<file path="src/logic/core_cfg.svh">
`ifndef CORE_CFG_SVH
`define CORE_CFG_SVH

// local data memory geometry
`define DMEM_WORDS 256
`define DMEM_IDX_W 8                  // log2 of DMEM_WORDS

// device space starts here
`define DEV_BASE 64'h0000_0000_1000_0000

// device bus flow control
`define DEV_CREDITS 2
`define DEV_CREDIT_W 2                // wide enough to hold DEV_CREDITS

// status register fields
`define STATUS_IE 0
`define STATUS_EXL 1
`define STATUS_IM_LO 8
`define STATUS_IM_W 8

// cause register fields
`define CAUSE_EXC_LO 2                // 5-bit exception code
`define CAUSE_IP_LO 8                 // pending interrupts, 8 bits

`endif

</file>
<file path="src/logic/dev_port.sv">
`timescale 1ns/1ps
`default_nettype none

`include "core_cfg.svh"

module dev_port (
    input  logic        clock,
    input  logic        reset,
    input  logic        dev_hit,
    input  logic        is_write,
    input  logic [63:0] addr,
    input  logic [63:0] wdata,
    input  logic        dev_credit,
    input  logic        dev_rsp_valid,
    input  logic [63:0] dev_rsp_data,
    output logic        stall,
    output logic [63:0] rsp_data,
    output logic        dev_req_valid,
    output logic        dev_req_write,
    output logic [63:0] dev_req_addr,
    output logic [63:0] dev_req_wdata
);

    logic [`DEV_CREDIT_W-1:0] credit_q;
    logic                     issued_q;  // request already sent
    logic                     held_q;    // load response captured
    logic                     complete;
    logic                     issue;
    logic                     done;

    assign issue    = dev_hit && !issued_q && (credit_q != '0);
    assign complete = is_write ? issued_q : held_q;
    assign stall    = dev_hit && !complete;
    assign done     = dev_hit && !stall;  // stage takes the instruction

    assign dev_req_valid = issue;
    assign dev_req_write = is_write;
    assign dev_req_addr  = addr;
    assign dev_req_wdata = wdata;

    always_ff @(posedge clock, posedge reset) begin
        if (reset) begin
            credit_q <= `DEV_CREDIT_W'(`DEV_CREDITS);
        end else if (issue && !dev_credit) begin
            credit_q <= credit_q - 1'b1;
        end else if (dev_credit && !issue) begin
            credit_q <= credit_q + 1'b1;
        end
    end

    always_ff @(posedge clock, posedge reset) begin
        if (reset) begin
            issued_q <= 1'b0;
            held_q   <= 1'b0;
        end else if (done) begin
            issued_q <= 1'b0;
            held_q   <= 1'b0;
        end else begin
            if (issue) begin
                issued_q <= 1'b1;
            end
            if (dev_rsp_valid && issued_q && !is_write) begin
                held_q <= 1'b1;
            end
        end
    end

    // response payload
    always_ff @(posedge clock) begin
        if (dev_rsp_valid && issued_q && !held_q) begin
            rsp_data <= dev_rsp_data;
        end
    end

endmodule

`default_nettype wire

</file>
<file path="config.mk">
export PLATFORM = sky130hd
export DESIGN_NAME = dev_port
export DESIGN_NICKNAME = d
export VERILOG_FILES = /design/src/logic/dev_port.sv
export VERILOG_INCLUDE_DIRS = /design/src /design/src/logic
export SDC_FILE = /design/constraint.sdc
export NUM_CORES = 1
export LEC_CHECK = 0
export ABC_CLOCK_PERIOD_IN_PS = 4850
export BUFFER_PORTS_ARGS = -buffer_cell sky130_fd_sc_hd__buf_2
export CORE_AREA = 2 2 153 155
export CTS_CLUSTER_DIAMETER = 120
export DETAILED_ROUTE_END_ITERATION = 6
export DIE_AREA = 0 0 155 157
export GPL_TIMING_DRIVEN = 0
export HOLD_SLACK_MARGIN = 0.05
export PLACE_DENSITY = 0.37
export SLEW_MARGIN = 15
export SYNTH_ARGS = -nofsm -noshare
export SYNTH_HDL_FRONTEND = slang
export SYNTH_SLANG_ARGS = --single-unit
</file>
<file path="constraint.sdc">
create_clock -name clock -period 4.85 [get_ports clock]
set_input_delay 0.2425 -clock clock [delete_from_list [all_inputs] [get_ports clock]]
set_output_delay 0.2425 -clock clock [all_outputs]
set_load 0.05 [all_outputs]
</file>
==> results.md <==
* Total power density per cell area at roughly 480 mW/mm2
* Clock tree skew after final layout at around 8 ps
* Clock network fraction of total power at 28.5%
* Kind of end point of the critical path: flip-flop
* Placer Congestion at 0.772
* Final worst path period need at 1790 ps
* Post_cts resized at 0
* Max-cap viol count at 0
* Yosys warning total at 0
* Setup-failing EPs final at 0
* DRC violation count after routing at 0
* Rel. slew slack at 60.7%
* Worst R2R End: rsp_data[50]$_DFFE_PP_
* Worst path max stage delay at 470 ps
* Seq/Total Area, Yosys at 65.1%
* Crit Path Class: reg2reg
* Hold Crit Endpoint: rsp_data[6]$_DFFE_PP_
* Worst slew pin tran at 588 ps
* Uppermost metal layer occupied by signal nets: met4
* Initial antenna violation count at 1
* Total count of max-transition violations in the final report at 0
* Post-route met1 wirelength at 4.62 mm
* Leading cell types by total area after synthesis: sky130_fd_sc_hd__edfxtp_1 62%, sky130_fd_sc_hd__buf_4 31%, sky130_fd_sc_hd__dfrtp_1 2.4%
* Fraction of power spent switching nets at between 40 and 50%
* Filler Cell Count at 2,430
* Starting Density at 13.8%
* Port Buf Inserts at about 260
* P_int at between 1 and 1.5 mW
* Area growth syn-to-layout at 66.5%
* Synth Register Bits at 68
* Worst hold path class: in2reg
* Number of buffers and inverters on the critical path at 2
* Number of enable flip-flop cells after synthesis at 64
* Violation count after the first detailed-routing iteration at 65
* Most area-hungry cell type in the Yosys netlist: sky130_fd_sc_hd__edfxtp_1
* TritonCTS clock tree: yes
* Num ports at 393
* Crit-path slowest cell: sky130_fd_sc_hd__nor2_4
* Number of cells on the worst hold path at 1
* Worst Reg2Reg Path Length in Cells at 4
* Die Span X at 155 um
* Post-synth top flop: sky130_fd_sc_hd__edfxtp_1
* Clock transition at the register clock pins on the worst setup and hold paths after CTS at 60 ps
* Standard-cell row count at 55
* Family with the most delay on the worst path: simple AND/OR/NAND/NOR gates
* First-pass GRT wire length at 16.1 mm
* Largest net degree at the start of global routing at 25
* Cells along the critical path: nand2_1 > nor2_4 > buf_12 > buf_16
* Fraction of final layout cells with drive strength greater than 1 at 82.4%
* Unrepaired setup endpoints after global routing: false
* Gate Count Post-Synth at 218
* Post-synth cell types at 14
* Worst voltage drop across the vdd grid at 0.171 mV
* Part of the total power dissipated in combinational logic at between 30% and 40%
* Sink Count at 68
* Routed wl met3 at 1.27 mm
* Post-Place Setup Slack at 3050 ps
* Number of global-route vias before repair at 2,490
* Net count of the finished layout at 695
* Net count after synthesis at between 400 and 500
* Mean instance size in the synthesized netlist at 14.3 um2
* Number of antenna repair diodes at 0
* Final Power at 2.46 mW
* Source-to-sink clock delay at the later pin of the worst-skew pair at 320 ps
* Met2 WL at 6.05 mm
* Leakage component of the power at 2.54 nW
* TNS Setup at 0 ps
* Post-CTS setup repair buffer count at 0
* Vias at 2,521
* HP Start: dev_rsp_data[6]
* HPWL after detailed placement at approximately 11 mm
* Smallest setup slack after layout at 3060 ps
* Reg-to-reg setup timing slack at a little over 3000 ps
* Highest fanout seen on the critical path at 24
* Worst hold slack across all endpoints at between 80 and 90 ps
* Switching Power at between 0.9 and 1 mW
* CTS Buffer Depth at 2
* Final ANT Viol Nets at 0
* Cts-stage hold buffer count at 1
* Router iterations before antenna repair at 4
* Highest attainable clock frequency at ~560 MHz
* Critical path data required time at 4880 ps
* Final-report hold violation count at 0
* Most frequent cells after synthesis: 129 x sky130_fd_sc_hd__buf_4, 64 x sky130_fd_sc_hd__edfxtp_1, 4 x sky130_fd_sc_hd__nand2_1, 4 x sky130_fd_sc_hd__nor2_1
* Clock tree root driver cell: sky130_fd_sc_hd__clkbuf_16
* Inserted Clock Buffers at 9
* Htree depth at 3
* Critical path data arrival time at roughly 1800 ps
* Total overflow reported by the global router at 0
* Core Box Area at 0.0225 mm2
* Proportion of netlist area held by the largest area contributor at 61.8%
* DIE HEIGHT at 157 um
* Post-layout utilization of the core at 23.0%
* Final cycle utilization of the critical path at between 30 and 40%
* Critical R2R Launch: issued_q$_DFFE_PP0P_
* Routed via count divided by cell count at ~3.2
* Total routing resource utilization after global routing at 9.13%
* Netlist area before placement at about 0.0031 mm2
* Detailed-route wire length per cell at 15.3 um
* Sequential fraction of design power at 33.6%
* Kind of launch point of the worst setup path: flip-flop
* Fraction of registers with async set/reset at 5.88%
* Final Routed Wirelength at between 10 and 15 mm
* Die area at 0.0243 mm2
* Top-count cell post-synth: sky130_fd_sc_hd__buf_4
* Outcome: finished clean
## flip-flops by register name (all words and copies together), names as in the netlist
signal / cells
credit_q: 2
issued_q: 1
rsp_data: 64
held_q: 1
## routing by layer
layer	vias to the layer above	GRT usage [%]
met5	-	0
met4	0	2.25
met3	8	3.22
met2	209	16.3
met1	1146	10.4
li1	1158	-
## cells in the final DEF (no fill, tap or decap), types with 3 or more instances in the layout
| cell | instances |
|---|---|
| sky130_fd_sc_hd__buf_2 | 264 |
| sky130_fd_sc_hd__buf_4 | 129 |
| sky130_fd_sc_hd__clkbuf_16 | 9 |
| sky130_fd_sc_hd__dfrtp_1 | 3 |
| sky130_fd_sc_hd__edfxtp_1 | 64 |
| sky130_fd_sc_hd__inv_1 | 3 |
| sky130_fd_sc_hd__nand2_1 | 4 |
| sky130_fd_sc_hd__nor2_1 | 3 |
| sky130_fd_sc_hd__o21ai_0 | 3 |
## power by group through the flow
stage          sequential (mW)  clock, mW  combinational [mW]
6_report                 0.828      0.702               0.934
5_1_grt                  0.841      0.750               0.973
4_1_cts                  0.829      0.728               0.946
3_5_place_dp             0.841          0               0.943
3_3_place_gp             0.858          0               0.913
2_1_floorplan             1.17          0               0.390
## through the flow
| step | area, um2 | instances |
|---|---|---|
| final | 5180 | 786 |
| after global routing | 5180 | 786 |
| after CTS | 5180 | 786 |
| after detailed placement | 4840 | 769 |
| after global placement | 4790 | 767 |
| after floorplan | 3110 | 218 |
## kinds of logic after synthesis
| logic type | share of synthesized area [%] |
|---|---|
| buffers and inverters | 31.5 |
| flip-flops | 65.1 |
| AND/OR/NAND/NOR | 1.17 |
| AO/OA/AOI/OAI | 1.01 |
| XOR/XNOR | 0.845 |
| adder cells (fa/ha/maj) | 0.402 |
## worst max path at each step
stage,start,endpoint,slack (ps),cells past startpoint
floorplan,issued_q$_DFFE_PP0P_,held_q$_DFFE_PP0P_,1200,3
global route,issued_q$_DFFE_PP0P_,rsp_data[2]$_DFFE_PP_,2920,4
CTS,issued_q$_DFFE_PP0P_,rsp_data[4]$_DFFE_PP_,3030,4
global placement,issued_q$_DFFE_PP0P_,held_q$_DFFE_PP0P_,-140,3
detailed placement,issued_q$_DFFE_PP0P_,rsp_data[57]$_DFFE_PP_,3050,4
finish,issued_q$_DFFE_PP0P_,rsp_data[50]$_DFFE_PP_,3060,4
## area by class of cell
type                            instances  area, um2  share of cell area (%)
Multi-Input combinational cell         18        114                    2.20
Sequential cell                        68       2020                    39.1
Inverter                                3       11.3                   0.218
Clock inverter                          7       98.8                    1.91
Clock buffer                            9        225                    4.35
Tap cell                              285        357                    6.89
Buffer                                129        968                    18.7
Timing Repair Buffer                  267       1380                    26.6
Power figures use the tool's default switching activity.
