<file path="src/logic/core_cfg.svh">
`ifndef CORE_CFG_SVH
`define CORE_CFG_SVH

// local data memory geometry
`define DMEM_WORDS 256
`define DMEM_IDX_W 8                  // log2 of DMEM_WORDS

// device space starts here
`define DEV_BASE 64'h0000_0000_1000_0000

// device bus flow control
`define DEV_CREDITS 2
`define DEV_CREDIT_W 2                // wide enough to hold DEV_CREDITS

// status register fields
`define STATUS_IE 0
`define STATUS_EXL 1
`define STATUS_IM_LO 8
`define STATUS_IM_W 8

// cause register fields
`define CAUSE_EXC_LO 2                // 5-bit exception code
`define CAUSE_IP_LO 8                 // pending interrupts, 8 bits

`endif

</file>
<file path="src/logic/pipe_pkg.sv">
`default_nettype none

package pipe_pkg;

    // memory access carried down from execute
    typedef enum logic [2:0] {
        mem_none               = 3'd0,
        mem_load_word          = 3'd1,
        mem_load_byte          = 3'd2,
        mem_load_byte_unsigned = 3'd3,
        mem_store_word         = 3'd4,
        mem_store_byte         = 3'd5
    } mem_op_e;

    // coprocessor-0 instruction class
    typedef enum logic [1:0] {
        cp0_none = 2'd0,
        cp0_mtc0 = 2'd1,
        cp0_mfc0 = 2'd2,
        cp0_eret = 2'd3
    } cp0_op_e;

endpackage

`default_nettype wire

</file>
<file path="src/logic/load_align.sv">
`timescale 1ns/1ps
`default_nettype none

module load_align (
    input  pipe_pkg::mem_op_e mem_op,
    input  pipe_pkg::cp0_op_e cp0_op,
    input  logic [2:0]        addr_low,
    input  logic [63:0]       alu_value,
    input  logic [63:0]       mem_rdata,
    input  logic              dev_hit,
    input  logic [63:0]       dev_rdata,
    input  logic [63:0]       cp0_rdata,
    output logic [63:0]       w_data
);

    logic [7:0]  lane;
    logic [63:0] byte_ext;
    logic [63:0] mem_value;
    logic        is_byte_load;
    logic        is_load;

    assign lane = mem_rdata[{addr_low, 3'b000} +: 8];

    assign is_byte_load = (mem_op == pipe_pkg::mem_load_byte)
                       || (mem_op == pipe_pkg::mem_load_byte_unsigned);
    assign is_load      = is_byte_load || (mem_op == pipe_pkg::mem_load_word);

    // lbu zero fills, lb copies bit 7
    assign byte_ext  = (mem_op == pipe_pkg::mem_load_byte) ? {{56{lane[7]}}, lane}
                                                           : {56'b0, lane};
    assign mem_value = is_byte_load ? byte_ext : mem_rdata;

    always_comb begin
        if (cp0_op == pipe_pkg::cp0_mfc0) begin
            w_data = cp0_rdata;
        end else if (is_load && dev_hit) begin
            w_data = dev_rdata;  // held device response
        end else if (is_load) begin
            w_data = mem_value;
        end else begin
            w_data = alu_value;
        end
    end

endmodule

`default_nettype wire

</file>
<file path="config.mk">
export PLATFORM = sky130hd
export DESIGN_NAME = load_align
export DESIGN_NICKNAME = d
export VERILOG_FILES = /design/src/logic/core_cfg.svh /design/src/logic/pipe_pkg.sv /design/src/logic/load_align.sv
export SDC_FILE = /design/constraint.sdc
export NUM_CORES = 1
export LEC_CHECK = 0
export CORE_AREA = 2 2 126 128
export DETAILED_ROUTE_END_ITERATION = 8
export DIE_AREA = 0 0 128 130
export DONT_BUFFER_PORTS = 1
export PLACE_DENSITY = 0.44
export SETUP_SLACK_MARGIN = 0.1
export SYNTH_ARGS = -nofsm -noshare
export SYNTH_HDL_FRONTEND = slang
export SYNTH_SLANG_ARGS = --single-unit
</file>
<file path="constraint.sdc">
create_clock -name vclk -period 3.5
set_input_delay 0 -clock vclk [all_inputs]
set_output_delay 0 -clock vclk [all_outputs]
set_load 0.01 [all_outputs]
</file>
==> flow_summary.ini, run 1 <==
[detailed_routing]
dr.pass1.iters = 5
drt_iter0_markers = 390
drc = 0
routed_wl_microns = 16500
vias_per_cell = 6.49
vias = 3856
avgRoutedWirePerCell_microns = 27.8
ant_nets = 0

[floorplan]
die-area_sq_um = 16600
placementRows = 46
core_area_sq_um = 15400
die_h_microns = 130
io_pins = 329
die_w_microns = 128
start_util = 0.199

[placement]
portBuffers = 0
post-place-ws_ns = 1.18
hpwl_microns = 13400
gp_congestion = 0.854

[power]
irDropWorstVdd_mv = 0.0347
power.density_nw_per_um2 = 141
total_power_uw = 440
p_clk_frac = 0
p_switching_uw = 264
p_int_uw = 176
switching_share = 0.600
p_leak_nw = 0.870
comb_power_share = 1.000
p_seq_frac = 0

[sta]
tightestPinTransition_ns = 0.879
maxClockFrequency_mhz = 433
min_period_ns = 2.31
fin_crit_sh = 0.660
rsz0062_at_grt = false
tns_ns = 0
finalSetupViolations = 0
relSlewSlack = 0.399
setup_slack_ns = 1.19
timing.hold.ws_ns = 0.148
slew_violations = 0
final_hold_viol_count = 0

[grt]
antenna_found_initial = 2
track_usage = 0.174
grt_overflow = 0
grt_max_degree = 65
grt_pass1_wl_microns = 22100
grt_pass1_vias = 3466

[yosys]
synth_warnings = 0
synth_top_area_cell = a22oi_1
seq_area_frac_synth = 0
synth_area_sq_um = 3070
synth.avg_cell_area_sq_um = 6.73
synthesis.instances = 457
synth.area.top_cells = a22oi_1 (29%), nand3b_1 (14%), o211ai_1 (14%)
synth_top_area_share = 0.291
synth_nets = 722
yosys.cell_types.count = 27

[worst_setup_path]
worstPathCellList = o21ba_4 -> and2_2 -> buf_4 -> a22oi_1 -> a22oi_1
worst-path-buf-inv = 1
crit_type = input pin to primary output
critPathCaptureType = primary output
critPathMaxFanout = 54
crit_path_frequent_cell = a22oi_1
critPathArrivalTime_ns = 2.31
cp-start-kind = input pin
crit_family = compound AO/OA/AOI/OAI gates
cp_data_required_time_ns = 3.50
crit_slowest_cell = and2_2
max_stage_delay_ns = 0.72

[finish]
final_nets = 668
register_area_sq_um = 0
multi_input_area_sq_um = 2780
nClkBuffers = 0
final_cell_mix = a22oi_1 (119), nand3b_1 (57), nand2_1 (56), o211ai_1 (56), o21ai_0 (15)
area_delta_synth_final_pct = 1.26
final_common_cell = a22oi_1
final_util = 0.202
fillCellCount = 1753
layout-drive-gt1-share = 0.0574
seq_cells = 0

[clock_network]
cts_resized = 0
postCtsSetupRepairBufs = 0
holdBufCountCts = 0

[run_status]
status = finished clean

[job]
maxCapViolations = 0

[min_path]
hold_class = input pin to primary output
path summary, 6_finish.rpt:
kind	from	endpoint	slack, ns	depth (start not counted)
worst min-delay path	cp0_rdata[21]	w_data[21]	0.15	2
worst max-delay path	mem_op[2]	w_data[28]	1.19	5
area by class of cell:
cell class                      count  share of cell area
Antenna cell                        1            0.000804
Inverter                            9              0.0109
Multi-Input combinational cell    385               0.894
Tap cell                          192              0.0772
Timing Repair Buffer                7              0.0169
per-stage QoR:
step                      area [sq um]  cells
after floorplan                   3070    457
after global placement            3110    593
after detailed placement          3110    593
after CTS                         3110    593
after global routing              3110    594
final                             3110    594
cells by family (layout without fill, tap and decap cells):
family	count (synthesis)	count (layout)	synth area share
and+or+nand+nor	144	144	0.267
muxes	24	24	0.115
buffers and inverters	72	16	0.104
other	0	1	0
AOI/OAI and AO/OA	217	217	0.514
layer usage:
| layer | wire, microns | vias to the layer above | track usage |
|---|---|---|---|
| met5 | 21 | - | 0 |
| li1 | - | 1722 | - |
| met2 | 7960 | 284 | 0.311 |
| met1 | 6590 | 1819 | 0.217 |
| met3 | 1630 | 27 | 0.0431 |
| met4 | 293 | 4 | 0.0252 |
power by group through the flow:
stage,Combinational (mW),Clock [mW],Sequential [mW]
after CTS,0.442,0,0
after global placement,0.429,0,0
after detailed placement,0.441,0,0
after floorplan,0.392,0,0
after global routing,0.476,0.0000000384,0
final,0.440,0.0000000385,0
cell usage after synthesis (all sizes together):
cell type / number
a2111oi: 1
a21oi: 8
a221oi: 1
a22oi: 119
a311oi: 7
a31oi: 7
and2: 15
buf: 14
clkbuf: 49
inv: 9
mux2: 1
mux2i: 14
mux4: 9
nand2: 57
nand2b: 8
nand3: 2
nand3b: 57
nor2: 3
nor2b: 2
o211ai: 56
o21ai: 15
o21ba: 1
o21bai: 1
o31ai: 1
(Power assumes the default switching activity.)
==> inputs of run 2 (changes only) <==
==> constraint.sdc (replaced) <==
create_clock -name vclk -period 2.25
set_input_delay 0 -clock vclk [all_inputs]
set_output_delay 0 -clock vclk [all_outputs]
set_load 0.01 [all_outputs]
==> flow_summary.ini, run 2 (synthesized netlist as in run 1, its figures left out) <==
[run_status]
status = finished clean

[finish]
multi_input_area_sq_um = 2780
final_common_cell = a22oi_1
final_nets = 674
fillCellCount = 1742
final_util = 0.205
register_area_sq_um = 0
seq_cells = 0
nClkBuffers = 0
final_cell_mix = a22oi_1 (119), nand3b_1 (57), nand2_1 (56), o211ai_1 (56), o21ai_0 (15)
area_delta_synth_final_pct = 3.05
diodes = 0
layout-drive-gt1-share = 0.0713

[detailed_routing]
vias = 3973
drt_iter0_markers = 356
routed_wl_microns = 17100
drt-met1-wl_microns = 6500
ant_nets = 0
met2WireLength_microns = 8410
vias_per_cell = 6.63
dr.pass1.iters = 6
drc = 0
avgRoutedWirePerCell_microns = 28.6
wl_met3_microns = 1740
routed.top_layer = met5

[worst_setup_path]
crit_type = input pin to primary output
critPathArrivalTime_ns = 1.72
critPathCaptureType = primary output
cp-start-kind = input pin
cp_data_required_time_ns = 2.25
critPathMaxFanout = 31
crit_start = addr_low[0]

[power]
irDropWorstVdd_mv = 0.0767
power.density_nw_per_um2 = 224
p_leak_nw = 0.903

[sta]
final_hold_viol_count = 0
slew_violations = 0
tightestPinTransition_ns = 0.599
rsz0062_at_grt = false
finalSetupViolations = 0
maxClockFrequency_mhz = 581
tns_ns = 0
min_period_ns = 1.72
relSlewSlack = 0.600
fin_crit_sh = 0.765

[placement]
portBuffers = 0
hpwl_microns = 13800
gp_congestion = 0.800

[clock_network]
postCtsSetupRepairBufs = 0
holdBufCountCts = 0
cts_resized = 0

[floorplan]
start_util = 0.199
io_pins = 329
core_area_sq_um = 15400
die-area_sq_um = 16600
placementRows = 46
die_w_microns = 128
die_h_microns = 130

[grt]
grt_overflow = 0
grt_max_degree = 115
track_usage = 0.179
antenna_found_initial = 1
grt_pass1_vias = 3553
grt_pass1_wl_microns = 22600

[job]
maxCapViolations = 0

[min_path]
hold_start = cp0_rdata[45]
hold_class = input pin to primary output
run 2: cell count changes in the layout (fill, tap and decap cells not counted), sizes merged:
| cell | change |
|---|---|
| buf | +6 |
| diode | -1 |
run 2: power breakdown:
| group | switching, mW | internal, mW | leakage (nW) |
|---|---|---|---|
| Combinational | 0.424 | 0.287 | 0.903 |
| Sequential | 0 | 0 | 0 |
| Clock | 0 | 0 | 0 |
| Total | 0.424 | 0.287 | 0.903 |
run 2: per-layer routing:
layer | vias up | GRT usage
met4 | 2 | 0.0381
met2 | 337 | 0.330
li1 | 1723 | -
met1 | 1879 | 0.216
met3 | 32 | 0.0373
met5 | - | 0
run 2: per-stage QoR:
stage	hold slack (ns)	area (sq um)	std cells	worst slack, ns	total power, mW
floorplan	0.139	3070	457	0.755	0.610
global placement	0.147	3170	599	0.568	0.685
detailed placement	0.148	3170	599	0.545	0.706
CTS	0.148	3170	599	0.543	0.707
global route	0.155	3170	599	0.455	0.762
finish	0.147	3170	599	0.528	0.711
run 2: worst max-delay path, stage by stage:
cell and delay (ns):
mux4_2 0.50, mux2_2 0.32, o31ai_4 0.20, buf_4 0.37, a22oi_1 0.13, buf_4 0.18
run 2: path summary, 6_finish.rpt:
path | to | slack [ns] | cells after the start
max | w_data[63] | 0.53 | 6
min | w_data[45] | 0.15 | 2
run 2: final cells by class:
type / count / area share
multi-input combinational: 385 / 0.879
tap: 192 / 0.0758
timing repair buffer: 13 / 0.0348
inverter: 9 / 0.0107
==> inputs of run 3 (changes only) <==
--- a/config.mk
+++ b/config.mk
@@ -9,7 +9,7 @@
 export DETAILED_ROUTE_END_ITERATION = 8
 export DIE_AREA = 0 0 128 130
 export DONT_BUFFER_PORTS = 1
-export PLACE_DENSITY = 0.44
+export PLACE_DENSITY = 0.45
 export SETUP_SLACK_MARGIN = 0.1
 export SYNTH_ARGS = -nofsm -noshare
 export SYNTH_HDL_FRONTEND = slang
==> constraint.sdc (replaced) <==
create_clock -name vclk -period 1.4
set_input_delay 0 -clock vclk [all_inputs]
set_output_delay 0 -clock vclk [all_outputs]
set_load 0.01 [all_outputs]
==> flow_summary.ini, run 3 (synthesized netlist as in run 1, its figures left out) <==
[finish]
nClkBuffers = 0
register_area_sq_um = 0
final_util = 0.257
final_cell_mix = a22oi_1 (67), nand3b_1 (57), nand2_1 (56), o211ai_1 (56), a22oi_2 (52)
area_delta_synth_final_pct = 28.8
final_common_cell = a22oi_1
layout-drive-gt1-share = 0.277
final_nets = 708
seq_cells = 0

[detailed_routing]
drc = 0
avgRoutedWirePerCell_microns = 29.7
routed_wl_microns = 18900
vias_per_cell = 6.59
drt_iter0_markers = 346
vias = 4176
ant_nets = 0
dr.pass1.iters = 5

[floorplan]
placementRows = 46
core_area_sq_um = 15400
die-area_sq_um = 16600
die_w_microns = 128
io_pins = 329
start_util = 0.199
die_h_microns = 130

[sta]
relSlewSlack = 0.697
slew_violations = 0
finalSetupViolations = 56
tightestPinTransition_ns = 0.454
min_period_ns = 1.64
timing.hold.ws_ns = 0.137
rsz0062_at_grt = true
fin_crit_sh = 1.17
final_hold_viol_count = 0
setup_slack_ns = -0.242
maxClockFrequency_mhz = 609

[min_path]
hold_start = cp0_rdata[20]
hold_class = input pin to primary output
whs_path_depth = 2
worstHoldEndpoint = w_data[20]

[placement]
gp_congestion = 0.810
hpwl_microns = 14200
portBuffers = 0

[power]
irDropWorstVdd_mv = 0.0905
power.density_nw_per_um2 = 405
p_leak_nw = 1.18

[grt]
track_usage = 0.199
grt_pass1_vias = 3906
grt_pass1_wl_microns = 25200
grt_overflow = 0
antenna_found_initial = 1
grt_max_degree = 60

[worst_setup_path]
cp-start-kind = input pin
critPathCaptureType = primary output
crit_type = input pin to primary output
cp_data_required_time_ns = 1.40
critPathMaxFanout = 23
critPathArrivalTime_ns = 1.64

[job]
maxCapViolations = 0

[clock_network]
holdBufCountCts = 0

[run_status]
status = finished, violations left
failed_checks = setup timing
## run 3: per-layer routing
layer,up-vias,GRT usage,part of all wire
li1,1797,-,-
met1,2035,0.247,0.39
met2,314,0.367,0.51
met3,30,0.0283,0.076
met4,0,0.0414,0.020
met5,-,0,0
## run 3: final cells by class
class,count,area [sq um]
well taps,192,240
diodes,1,2.50
fillers,1680,11500
inverters,9,33.8
multi-input cells,385,3090
repair buffers,47,591
## run 3: repair_timing
action | 4_1_cts | 5_1_grt
pin swaps | 15 | 13
gates resized for setup | 49 | 20
setup endpoints to repair | 62 | 60
endpoints found under the hold margin | 0 | 0
cloned | 3 | 2
setup buffers | 6 | 5
## run 3: worst max-delay path: stages
cell and delay (ns):
mux4_2 0.53, mux2_4 0.30, o31ai_4 0.21, buf_12 0.17, buf_4 0.16, clkbuf_16 0.16, a22oi_2 0.08
## run 3: where the power goes
part	switching (mW)	total (mW)	leakage, nW	internal [mW]
Sequential	0	0	0	0
Combinational	0.841	1.60	1.18	0.763
Clock	0	0.0000000960	0.00000634	0.0000000960
## run 3: worst max path at each step
| stage | start | to | depth (start not counted) |
|---|---|---|---|
| 5_1_grt | addr_low[0] | w_data[8] | 7 |
| 3_3_place_gp | addr_low[0] | w_data[63] | 6 |
| 4_1_cts | addr_low[0] | w_data[39] | 7 |
| 6_report | addr_low[0] | w_data[17] | 7 |
| 3_5_place_dp | addr_low[0] | w_data[39] | 6 |
| 2_1_floorplan | addr_low[0] | w_data[23] | 7 |
## run 3: through the flow
stage	worst slack [ns]	cell area (sq um)	cells	TNS (ns)	total power [mW]
finish	-0.242	3960	634	-10.81	1.60
global route	-0.281	3960	633	-12.82	1.70
CTS	-0.238	3780	626	-9.57	1.50
detailed placement	-0.251	3410	617	-8.34	1.27
global placement	-0.218	3410	617	-6.78	1.23
floorplan	-0.0470	3140	457	-1.83	1.01
