$ cat config.mk
export PLATFORM = sky130hd
export DESIGN_NAME = cp0
export DESIGN_NICKNAME = d
export VERILOG_FILES = /design/src/logic/pipe_pkg.sv /design/src/logic/cp0_pkg.sv /design/src/logic/cp0.sv
export VERILOG_INCLUDE_DIRS = /design/src /design/src/logic
export SDC_FILE = /design/constraint.sdc
export NUM_CORES = 1
export LEC_CHECK = 0
export BUFFER_PORTS_ARGS = -buffer_cell sky130_fd_sc_hd__buf_2
export CORE_MARGIN = 2
export CORE_UTILIZATION = 45
export CTS_CLUSTER_DIAMETER = 60
export DETAILED_ROUTE_END_ITERATION = 12
export GPL_TIMING_DRIVEN = 0
export PLACE_DENSITY_LB_ADDON = 0.25
export REMOVE_ABC_BUFFERS = 1
export SYNTH_ARGS = -nofsm -noshare
export SYNTH_HDL_FRONTEND = slang
export SYNTH_SLANG_ARGS = --single-unit
$ cat constraint.sdc
create_clock -name clock -period 6.1 [get_ports clock]
set_input_delay 1.22 -clock clock [delete_from_list [all_inputs] [get_ports clock]]
set_output_delay 1.22 -clock clock [all_outputs]
set_load 0.1 [all_outputs]
$ cat src/logic/core_cfg.svh
`ifndef CORE_CFG_SVH
`define CORE_CFG_SVH

// local data memory geometry
`define DMEM_WORDS 256
`define DMEM_IDX_W 8                  // log2 of DMEM_WORDS

// device space starts here
`define DEV_BASE 64'h0000_0000_1000_0000

// device bus flow control
`define DEV_CREDITS 2
`define DEV_CREDIT_W 2                // wide enough to hold DEV_CREDITS

// status register fields
`define STATUS_IE 0
`define STATUS_EXL 1
`define STATUS_IM_LO 8
`define STATUS_IM_W 8

// cause register fields
`define CAUSE_EXC_LO 2                // 5-bit exception code
`define CAUSE_IP_LO 8                 // pending interrupts, 8 bits

`endif

$ cat src/logic/pipe_pkg.sv
`default_nettype none

package pipe_pkg;

    // memory access carried down from execute
    typedef enum logic [2:0] {
        mem_none               = 3'd0,
        mem_load_word          = 3'd1,
        mem_load_byte          = 3'd2,
        mem_load_byte_unsigned = 3'd3,
        mem_store_word         = 3'd4,
        mem_store_byte         = 3'd5
    } mem_op_e;

    // coprocessor-0 instruction class
    typedef enum logic [1:0] {
        cp0_none = 2'd0,
        cp0_mtc0 = 2'd1,
        cp0_mfc0 = 2'd2,
        cp0_eret = 2'd3
    } cp0_op_e;

endpackage

`default_nettype wire

$ cat src/logic/cp0_pkg.sv
`default_nettype none

package cp0_pkg;

    // register numbers as seen by mtc0 / mfc0
    typedef enum logic [4:0] {
        reg_status = 5'd12,
        reg_cause  = 5'd13,
        reg_epc    = 5'd14
    } cp0_reg_e;

    // codes written to the cause register
    typedef enum logic [4:0] {
        exc_interrupt     = 5'd0,
        exc_reserved_inst = 5'd10,
        exc_overflow      = 5'd12
    } exc_code_e;

endpackage

`default_nettype wire

$ cat src/logic/cp0.sv
`timescale 1ns/1ps
`default_nettype none

`include "core_cfg.svh"

module cp0 (
    input  logic              clock,
    input  logic              reset,
    input  logic              accept,
    input  pipe_pkg::cp0_op_e cp0_op,
    input  logic [4:0]        regnum,
    input  logic [63:0]       wdata,
    input  logic [63:0]       next_pc,
    input  logic [7:0]        interrupt_sources,
    input  logic              overflow,
    input  logic              reserved_inst,
    output logic [63:0]       rdata,
    output logic [63:0]       epc,
    output logic              taken_handler
);

    logic [63:0] status_q;
    logic [63:0] cause_q;
    logic [63:0] epc_q;

    logic [7:0]             pending;
    logic                   int_taken;
    cp0_pkg::exc_code_e     exc_code;

    assign pending   = interrupt_sources & status_q[`STATUS_IM_LO +: `STATUS_IM_W];
    assign int_taken = (|pending) && status_q[`STATUS_IE] && !status_q[`STATUS_EXL];

    assign taken_handler = overflow || reserved_inst || int_taken;

    // exceptions beat interrupts, overflow beats reserved_inst
    always_comb begin
        if (overflow) begin
            exc_code = cp0_pkg::exc_overflow;
        end else if (reserved_inst) begin
            exc_code = cp0_pkg::exc_reserved_inst;
        end else begin
            exc_code = cp0_pkg::exc_interrupt;
        end
    end

    always_ff @(posedge clock, posedge reset) begin
        if (reset) begin
            status_q <= '0;
            cause_q  <= '0;
            epc_q    <= '0;
        end else if (accept) begin
            if (taken_handler) begin
                epc_q                            <= next_pc;
                status_q[`STATUS_EXL]            <= 1'b1;
                cause_q[`CAUSE_EXC_LO +: 5]      <= exc_code;
            end else if (cp0_op == pipe_pkg::cp0_mtc0) begin
                case (regnum)
                    cp0_pkg::reg_status: status_q <= wdata;
                    cp0_pkg::reg_cause:  cause_q  <= wdata;
                    cp0_pkg::reg_epc:    epc_q    <= wdata;
                    default: ;                     // other numbers not implemented
                endcase
            end else if (cp0_op == pipe_pkg::cp0_eret) begin
                status_q[`STATUS_EXL] <= 1'b0;  // back to normal level
            end
        end
    end

    // mfc0 read, cause shows raw pending lines
    always_comb begin
        case (regnum)
            cp0_pkg::reg_status: rdata = status_q;
            cp0_pkg::reg_cause:  rdata = {cause_q[63:`CAUSE_IP_LO+8], interrupt_sources,
                                          cause_q[`CAUSE_IP_LO-1:0]};
            cp0_pkg::reg_epc:    rdata = epc_q;
            default:             rdata = '0;
        endcase
    end

    assign epc = epc_q;

endmodule

`default_nettype wire

==> results of run 1 <==
## worst max-delay path: cells and delay by family
family | cells | cell delay, ns
AND/OR/NAND/NOR | 2 | 1.33
buffers and inverters | 3 | 0.86
AO/OA/AOI/OAI | 1 | 0.18
## path summary, 6_finish.rpt
path                              start           end  slack [ns]  cells after the start
max in group asynchronous         reset    cause_q[0]        4.33                      3
min in group asynchronous         reset   cause_q[45]        0.93                      2
setup / recovery              regnum[1]     rdata[46]        1.25                      6
hold / removal              cause_q[16]   cause_q[16]        0.50                      1
hold reg to reg             cause_q[16]   cause_q[16]        0.50                      1
setup reg to reg           status_q[13]  status_q[56]        3.11                      7
## cell families (layout without fill, tap and decap cells)
family | after synthesis | in the layout | share of synthesized area [%]
muxes | 114 | 114 | 15.79
and+or+nand+nor | 222 | 222 | 11.03
buffers and inverters | 145 | 399 | 6.781
other | 0 | 2 | 0
DFF | 184 | 184 | 50.72
AOI/OAI and AO/OA | 144 | 144 | 15.68
## synthesized netlist by cell type, drive strengths merged
| library cell | instances |
|---|---|
| a21oi | 1 |
| or2 | 1 |
| o22a | 1 |
| a22oi | 4 |
| nor4 | 4 |
| a222oi | 64 |
| o31a | 1 |
| nor2b | 1 |
| buf | 37 |
| nor2 | 133 |
| dfrtp | 184 |
| mux2 | 114 |
| nand2 | 1 |
| nor3 | 71 |
| o2bb2ai | 2 |
| o31ai | 2 |
| nand4b | 2 |
| nand3b | 1 |
| nand2b | 5 |
| nor3b | 1 |
| a2111oi | 1 |
| a41oi | 1 |
| o32a | 2 |
| nand4bb | 1 |
| clkbuf | 39 |
| nor4bb | 1 |
| a221o | 64 |
| inv | 69 |
| a21o | 1 |
## layer usage
metal / routed length (microns) / vias up / share of wire, %
met5: 0 / - / 0
met4: 442 / 0 / 1.7
met3: 2185 / 29 / 8.3
met2: 12450 / 364 / 47
met1: 11350 / 3846 / 43
li1: - / 3506 / -
## registers in the layout (all words and copies together), names as in the netlist
signal / flops
epc: 64
status_q: 64
cause_q: 56
## layout by cell type (no fill, tap or decap), drive strengths merged
| cell | count |
|---|---|
| mux2 | 114 |
| dfrtp | 184 |
| o31ai | 2 |
| nand4b | 2 |
| nand2b | 5 |
| nor2b | 1 |
| o2bb2ai | 2 |
| clkinvlp | 1 |
| a221o | 64 |
| or2 | 1 |
| clkbuf | 17 |
| a2111oi | 1 |
| nand3b | 1 |
| nor4 | 4 |
| diode | 2 |
| a41oi | 1 |
| nor3b | 1 |
| a22oi | 4 |
| nor2 | 133 |
| o31a | 1 |
| buf | 298 |
| inv | 76 |
| nor3 | 71 |
| a222oi | 64 |
| nand4bb | 1 |
| o32a | 2 |
| bufinv | 1 |
| a21oi | 1 |
| nand2 | 1 |
| a21o | 1 |
| clkinv | 6 |
| nor4bb | 1 |
| o22a | 1 |
## power breakdown
part | internal [mW] | leakage (nW) | total (mW) | switching, mW
combinational | 0.170 | 3.39 | 0.805 | 0.635
clock | 0.591 | 0.296 | 1.13 | 0.541
sequential | 1.29 | 2.36 | 1.33 | 0.0378
total | 2.05 | 6.04 | 3.27 | 1.21
## metrics by stage
stage	setup TNS, ns	instances	setup slack (ns)	utilization [%]
5_1_grt	0	1330	1.112	58.47
2_1_floorplan	-71.23	733	-0.7670	-
4_1_cts	0	1328	1.247	58.44
6_report	0	1330	1.247	58.47
3_3_place_gp	-980.50	1274	-6.247	53.09
3_5_place_dp	0	1296	1.245	55.35
## layout make-up
type	count	area (sq um)	share of cell area, %
inverters	69	269.0	2.341
well taps	265	331.6	2.885
diodes	2	5.005	0.04355
multi-input cells	480	3902	33.96
repair buffers	298	1770	15.41
clock buffers	17	425.4	3.702
clock inverters	15	182.7	1.590
flip-flops and latches	184	4604	40.07
==> reports/qor.yml, run 1 <==
status: "finished clean"
grt_overflow_total: 0
end_kind: "output pin"
antenna_found_initial: 2
viasPerCell: 5.823
syn_avg_cell_area_sq_um: 11.22
wl_per_cell_microns: 19.87
yosysTopAreaCell: "dfrtp_1"
hpwl_microns: 17250
grtUsageMet3_pct: 5.094
drc: 0
postCtsSetupRepairBufs: 0
die_h_microns: 146.0
drv_cap: 0
setup_violations: 0
gr-usage-met2_pct: 39.39
syn_area_sq_mm: 0.009079
worst_pin_slew_ns: 0.9715
post_cts_resized: 0
critPathMaxStageDelay_ns: 0.87
slew_viol_final: 0
port_buffers: 276
yosysSeqAreaShare_pct: 50.72
hold_viol_final: 0
fin_area_sq_mm: 0.01149
drive_gt1_share_pct: 42.05
fillerInstances: 1758
p_leak_nw: 6.038
clk_pin_slew_worst_paths_ns: 0.07
worst_path_most_repeated_cell: "buf_2"
cts_buffer_depth: 2
numClockSinks: 184
critPathLaunchType: "input pin"
synth_top_area_share_pct: 50.72
htreeDepth: 4
post_dp_cell_area_sq_mm: 0.01088
synth-seq-cells: 184
postCtsHoldBufs: 0
ys_warn_count: 0
post-route-period-util_pct: 79.56
fp.dieArea_sq_mm: 0.02133
detail_route.wirelength_microns: 26420
crit_fanout: 34
period_needed_ns: 4.853
worst_hold_slack_ns: 0.4970
skew_ns: 0.01405
hold_class: "reg2reg"
pwr_density_cell_mw_per_mm2: 284.3
crit_slowest_cell: "nor2_4"
synth_area_leaders: "dfrtp_1, mux2_2, a221o_1"
crit_chain: "buf_2 -> nand4bb_1 -> nor2_4 -> buf_12 -> a221o_1 -> buf_2"
area_growth_pct: 26.57
synth.distinct_cells: 36
grtUsageMet1_pct: 33.56
grtUsageTotal_pct: 24.45
arrival_ns: 3.63
core-area_sq_mm: 0.01965
grt_pass1_wl_microns: 42140
fin_total_pwr_mw: 3.267
cts_tree: "built"
rows: 51
ant_nets: 0
insertion_delay_ns: 0.43
critPathRequiredTime_ns: 4.88
initial_utilization_pct: 46.19
first_iter_violations: 618
ir_drop_mv: 0.1704
grt_pass1_vias: 7764
maxSlewHeadroom_pct: 35.04
fin_nets: 1198
syn_inst: 809
max_freq_ghz: 0.2060
grt_max_degree: 110
grt_setup_unrepaired: "no"
cts-buffers-inserted: 17
drtPass1Iterations: 8
design.portCount: 277
ctsRootBufferMaster: "clkbuf_16"
grt_busiest_layer: "met2"
place.gp.congestion: 0.8020
vias: 7745
die_x_microns: 146.0
worstSetupPathType: "in2out"
Note: power is estimated with default switching activity, not from simulation.
==> inputs of run 2 (changes only) <==
--- a/config.mk
+++ b/config.mk
@@ -6,6 +6,7 @@
 export SDC_FILE = /design/constraint.sdc
 export NUM_CORES = 1
 export LEC_CHECK = 0
+export ABC_AREA = 1
 export BUFFER_PORTS_ARGS = -buffer_cell sky130_fd_sc_hd__buf_2
 export CORE_MARGIN = 2
 export CORE_UTILIZATION = 45
==> constraint.sdc (replaced) <==
create_clock -name clock -period 4.85 [get_ports clock]
set_input_delay 0.97 -clock clock [delete_from_list [all_inputs] [get_ports clock]]
set_output_delay 0.97 -clock clock [all_outputs]
set_load 0.1 [all_outputs]
==> reports/qor.yml, run 2 <==
rows: 52  # +2.0%
synth.distinct_cells: 21  # -42%
post-place-ws_ns: 0.5553  # -0.6893 ns
post_dp_cell_area_sq_mm: 0.01101  # +1.2%
design.portCount: 277  # unchanged
viasPerCell: 5.225  # -10%
end_kind: "output pin"
arrival_ns: 3.19  # -0.44 ns
first_iter_violations: 541  # -12%
die_x_microns: 148.6  # +1.7%
setup_tns_ns: 0  # unchanged
fin_area_sq_mm: 0.01162  # +1.2%
vias: 9321  # +20%
area_growth_pct: 23.60
synth_edf_count: 0  # unchanged
critPathMaxStageDelay_ns: 0.66  # -0.21 ns
wl_per_cell_microns: 15.79  # -21%
fp.dieArea_sq_mm: 0.02207  # +3.5%
skew_ns: 0.01518  # +0.001137 ns
hold_class: "reg2reg"
drtPass1Iterations: 5  # -3
grtUsageTotal_pct: 25.74  # +1.3 points
htreeDepth: 4  # unchanged
synthArstFlopShare_pct: 100.0  # unchanged
initial_utilization_pct: 46.18  # about the same
ant_nets: 0  # unchanged
fin_nets: 1651  # +38%
crit_path_end: "taken_handler"
status: "finished clean"
synth_ff_type: "dfrtp_1"
hold_viol_final: 0  # unchanged
grt_pass1_wl_microns: 45480  # +7.9%
setup_violations: 0  # unchanged
r2r_cells: 12  # +5
critPathLaunchType: "input pin"
port_buffers: 276  # unchanged
post_cts_resized: 0  # unchanged
place.gp.congestion: 0.7815  # -2.6%
syn_avg_cell_area_sq_um: 7.308  # -35%
clkPwrFrac_pct: 34.0  # -0.7 points
rr_endpoint: "epc[5]"
crit_chain: "buf_2 -> nand2_1 -> nand2_1 -> nor2_1 -> nand2_1 -> nand2_4 -> buf_16 -> nand2_4 -> buf_2"
synth_top_area_share_pct: 48.96  # -1.8 points
yosysTopAreaCell: "dfrtp_1"
worst_pin_slew_ns: 1.362  # +0.3906 ns
synth_area_leaders: "dfrtp_1, nand2_1, nand3_1"
hpwl_microns: 17160  # -0.53%
fin_ws_ns: 0.6918  # -0.5548 ns
ys_warn_count: 0  # unchanged
maxSlewHeadroom_pct: 9.058  # -26 points
final_common_cell: "nand2_1"
slew_viol_final: 0  # unchanged
sw_frac_of_total_pct: 37.05  # -0.10 points
mostFrequentLayoutCells: "nand2_1, buf_2, nand3_1, dfrtp_1, inv_1"
drive_gt1_share_pct: 22.19  # -20 points
clk_pin_slew_worst_paths_ns: 0.06  # about the same
ir_drop_mv: 0.2169  # +27%
cts_tree: "built"
syn_inst: 1287  # +59%
cts_buffer_depth: 2  # unchanged
numClockSinks: 184  # unchanged
worst_hold_slack_ns: 0.4849  # -0.01214 ns
synth-seq-cells: 184  # unchanged
cts-buffers-inserted: 17  # unchanged
max_freq_ghz: 0.2405
crit_slowest_cell: "nand2_4"
seqPwrFrac_pct: 40.7  # about the same
core-area_sq_mm: 0.02036  # +3.6%
worst_path_most_repeated_cell: "nand2_1"
synth_common_cells: "nand2_1, nand3_1, dfrtp_1"
p_leak_nw: 6.503  # +7.7%
syn_area_sq_mm: 0.009405  # +3.6%
period_needed_ns: 4.158
drv_cap: 0  # unchanged
synth_most_common_cell: "nand2_1"
cp-startpoint: "interrupt_sources[1]"
detail_route.wirelength_microns: 28170  # +6.6%
grt_setup_unrepaired: "no"
combPwrFrac_pct: 25.3  # +0.7 points
yosysSeqAreaShare_pct: 48.96  # -1.8 points
postCtsSetupRepairBufs: 0  # unchanged
die_h_microns: 148.6  # +1.7%
crit_fanout: 65  # +91%
fillerInstances: 1969  # +12%
p_int_mw: 2.642  # +29%
pwr_density_cell_mw_per_mm2: 361.0  # +27%
drc: 0  # unchanged
post-route-period-util_pct: 85.74
worstSetupPathType: "in2out"
ctsRootBufferMaster: "clkbuf_16"
grt_overflow_total: 0  # unchanged
multi_input_area_sq_mm: 0.004099  # +5.0%
p_switching_mw: 1.555  # +28%
num_antenna_cells: 0  # -2
postCtsHoldBufs: 0  # unchanged
grt_max_degree: 94  # -15%
insertion_delay_ns: 0.43  # about the same
grt_pass1_vias: 8741  # +13%
r2r_slack_ns: 1.37  # -1.74 ns
regArea_sq_mm: 0.004604  # unchanged
antenna_found_initial: 0  # -2
timing.rr.start: "status_q[12]"
critPathRequiredTime_ns: 3.88  # -1.00 ns
-- run 2: cell types whose count changed after synthesis, sizes merged, moves of 69 or more --
cell / delta
nand2: +536
nand3: +263
nor2: -121
o21ai: +117
mux2: -114
nor3: -69
-- run 2: cells by family (layout without fill, tap and decap cells) --
logic type      after synthesis  after routing  synth area share, %
buf+inv                     168            395                8.035
simple gates                816            816                36.50
flops                       184            184                48.96
compound gates              119            119                6.505
-- run 2: how the worst min path moves through the flow --
stage	start	end	cells after the start
after floorplan	cause_q[3]	cause_q[3]	2
after global placement	cause_q[43]	cause_q[43]	2
after detailed placement	cause_q[3]	cause_q[3]	2
after CTS	status_q[42]	status_q[42]	2
after global routing	cause_q[33]	cause_q[33]	2
final	cause_q[61]	cause_q[61]	2
-- run 2: final cells by class --
class / count / share of cell area (%)
Clock buffer: 18 / 3.692
Clock inverter: 12 / 1.431
Inverter: 75 / 2.486
Multi-Input combinational cell: 935 / 35.26
Sequential cell: 184 / 39.61
Tap cell: 270 / 2.906
Timing Repair Buffer: 290 / 14.62
-- run 2: power by group through the flow --
stage	combinational (mW)	sequential [mW]	clock, mW
finish	1.06	1.71	1.43
global route	1.12	1.72	1.52
CTS	1.07	1.71	1.46
detailed placement	1.06	1.74	0
global placement	1.04	1.73	0
floorplan	0.285	2.25	0
-- run 2: through the flow --
stage / total power, mW / utilization (%) / std cells
final: 4.197 / 57.08 / 1784
after CTS: 4.230 / 56.99 / 1783
after detailed placement: 2.800 / 54.06 / 1753
after global routing: 4.369 / 57.08 / 1784
after global placement: 2.779 / 52.30 / 1740
after floorplan: 2.532 / - / 1194
-- run 2: layer usage --
metal	track usage (%)	share of wire (%)
met5	0	0
met4	6.095	1.1
met3	5.061	7.3
met2	41.90	48
met1	35.75	44
-- run 2: critical path: cells and delay by family --
kind	cells	cell delay, ns
buffers and inverters	3	0.97
and+or+nand+nor	6	1.18
==> inputs of run 3 (changes only) <==
--- a/config.mk
+++ b/config.mk
@@ -6,14 +6,14 @@
 export SDC_FILE = /design/constraint.sdc
 export NUM_CORES = 1
 export LEC_CHECK = 0
-export ABC_AREA = 1
 export BUFFER_PORTS_ARGS = -buffer_cell sky130_fd_sc_hd__buf_2
 export CORE_MARGIN = 2
 export CORE_UTILIZATION = 45
 export CTS_CLUSTER_DIAMETER = 60
 export DETAILED_ROUTE_END_ITERATION = 12
 export GPL_TIMING_DRIVEN = 0
-export PLACE_DENSITY_LB_ADDON = 0.25
+export MAX_ROUTING_LAYER = met4
+export PLACE_DENSITY = 0.79
 export REMOVE_ABC_BUFFERS = 1
 export SYNTH_ARGS = -nofsm -noshare
 export SYNTH_HDL_FRONTEND = slang
==> reports/qor.yml, run 3 (synthesized netlist as in run 1, its figures left out) <==
status: "finished clean"
instances_no_fill: 1327  # -26%
p_switching_mw: 1.488  # -4.3%
hp-start: "cause_q[7]"
htreeDepth: 4  # unchanged
post_dp_cell_area_sq_mm: 0.01083  # -1.6%
design.portCount: 277  # unchanged
viasPerCell: 5.883  # +13%
pwr_density_cell_mw_per_mm2: 355.2  # -1.6%
skew_ns: 0.01472  # -0.0004601 ns
crit_slowest_cell: "nor2_4"
end_kind: "output pin"
core-area_sq_mm: 0.01965  # -3.5%
cts-buffers-inserted: 17  # unchanged
rows: 51  # -1.9%
min_path_cells: 1  # -1
worstSetupPathType: "in2out"
fin_area_sq_mm: 0.01140  # -1.9%
sw_frac_of_total_pct: 36.75  # -0.30 points
place.gp.congestion: 0.7859  # +0.56%
seqPwrFrac_pct: 41.3  # +0.6 points
max_freq_ghz: 0.2294  # -4.6%
die_x_microns: 146.0  # -1.7%
critPathMaxStageDelay_ns: 0.88  # +0.22 ns
utilization_pct: 58.01  # +0.92 points
crit_buf_inv: 3  # unchanged
post_cts_resized: 0  # unchanged
detail_route.wirelength_microns: 26460  # -6.1%
drtPass1Iterations: 6  # +1
r2r_slack_ns: 1.80  # +0.43 ns
postCtsHoldBufs: 0  # unchanged
p_int_mw: 2.562  # -3.0%
ant_nets: 0  # unchanged
initial_utilization_pct: 46.19  # about the same
drc: 0  # unchanged
timing.rr.start: "status_q[11]"
critPathRequiredTime_ns: 3.88  # about the same
crit_chain: "buf_2 -> nand4bb_1 -> nor2_4 -> buf_12 -> a221o_1 -> buf_2"
dp.cells: 1295  # -26%
setup_tns_ns: 0  # unchanged
crit_family: "simple AND/OR/NAND/NOR gates"
p_leak_nw: 5.992  # -7.9%
fp.dieArea_sq_mm: 0.02133  # -3.4%
ir_drop_mv: 0.2229  # +2.8%
hpwl_microns: 17460  # +1.8%
critPathLaunchType: "input pin"
die_h_microns: 146.0  # -1.7%
fin_nets: 1197  # -27%
grt_overflow_total: 0  # unchanged
worst_path_most_repeated_cell: "buf_2"
clkPwrFrac_pct: 33.8  # -0.2 points
period_needed_ns: 4.359  # +0.2005 ns
cts_tree: "built"
grt_setup_unrepaired: "no"
combPwrFrac_pct: 24.9  # -0.4 points
setup_violations: 0  # unchanged
grt_pass1_vias: 8061  # -7.8%
holdPathEnd: "cause_q[7]"
crit_fanout: 33  # -49%
area_growth_pct: 25.58
hold_viol_final: 0  # unchanged
grtUsageTotal_pct: 25.51  # -0.23 points
fillerInstances: 1683  # -15%
post-route-period-util_pct: 89.87  # +4.1 points
r2r_cells: 6  # -6
postCtsSetupRepairBufs: 0  # unchanged
arrival_ns: 3.39  # +0.20 ns
final_common_cell: "buf_2"
numClockSinks: 184  # unchanged
hold_class: "reg2reg"
rr_endpoint: "status_q[54]"
cts_buffer_depth: 2  # unchanged
maxSlewHeadroom_pct: 35.38  # +26 points
mostFrequentLayoutCells: "buf_2, dfrtp_1, nor2_1, nor3_1, inv_1"
slew_viol_final: 0  # unchanged
vias: 7807  # -16%
worst_pin_slew_ns: 0.9671  # -0.3951 ns
antenna_found_initial: 1  # +1
wl_per_cell_microns: 19.94  # +26%
insertion_delay_ns: 0.42  # about the same
clk_pin_slew_worst_paths_ns: 0.06  # about the same
grt_max_degree: 101  # +7.4%
port_buffers: 276  # unchanged
first_iter_violations: 758  # +40%
drv_cap: 0  # unchanged
grt_pass1_wl_microns: 42640  # -6.2%
ctsRootBufferMaster: "clkbuf_16"
drive_gt1_share_pct: 41.75  # +20 points
-- run 3: changes by cell type in the layout (fill, tap and decap cells not counted), moves of 8 or more --
| cell | change |
|---|---|
| nor3_1 | +68 |
| nand3_1 | -263 |
| a222oi_1 | +64 |
| mux2_2 | +66 |
| nor2_1 | +125 |
| mux2_4 | +40 |
| mux2_1 | +8 |
| a221o_1 | +64 |
| o21ai_1 | -44 |
| o21ai_0 | -70 |
| buf_8 | +9 |
| nand2_1 | -533 |
-- run 3: final cells by class --
class                   count  area (sq um)  share of cell area, %
diodes                      1         2.502                0.02195
clock buffers              19         432.9                  3.797
clock inverters            12         131.4                  1.152
inverters                  69         269.0                  2.360
multi-input cells         480          3902                  34.23
flip-flops and latches    184          4604                  40.39
well taps                 265         331.6                  2.908
repair buffers            297          1727                  15.14
-- run 3: per-layer routing --
layer	up-vias	wire length [microns]	track usage, %
li1	3491	-	-
met1	3881	11060	32.49
met2	404	12860	41.60
met3	31	2153	5.188
met4	0	383	7.233
met5	-	0	-
-- run 3: through the flow --
step	setup slack (ns)	power (mW)	hold WS (ns)
6_report	0.4913	4.050	0.4985
3_3_place_gp	-7.060	2.688	0.4747
5_1_grt	0.3960	4.211	0.5112
4_1_cts	0.5112	4.086	0.5014
2_1_floorplan	-1.767	2.468	0.4574
3_5_place_dp	0.5165	2.713	0.4805
-- run 3: worst max path at each step --
stage               slack, ns         to  depth (start not counted)  startpoint
floorplan               -1.77     epc[0]                          4   regnum[4]
global placement        -7.06    epc[33]                          5   regnum[4]
detailed placement       0.52  rdata[18]                          6   regnum[1]
CTS                      0.51  rdata[18]                          6   regnum[1]
global route             0.40  rdata[18]                          6   regnum[1]
finish                   0.49  rdata[18]                          6   regnum[1]
-- run 3: power groups by stage --
| stage | combinational [mW] | sequential, mW | clock [mW] |
|---|---|---|---|
| 2_1_floorplan | 0.304 | 2.16 | 0 |
| 3_3_place_gp | 0.987 | 1.70 | 0 |
| 3_5_place_dp | 1.01 | 1.70 | 0 |
| 4_1_cts | 1.01 | 1.67 | 1.40 |
| 5_1_grt | 1.06 | 1.68 | 1.47 |
| 6_report | 1.01 | 1.67 | 1.37 |
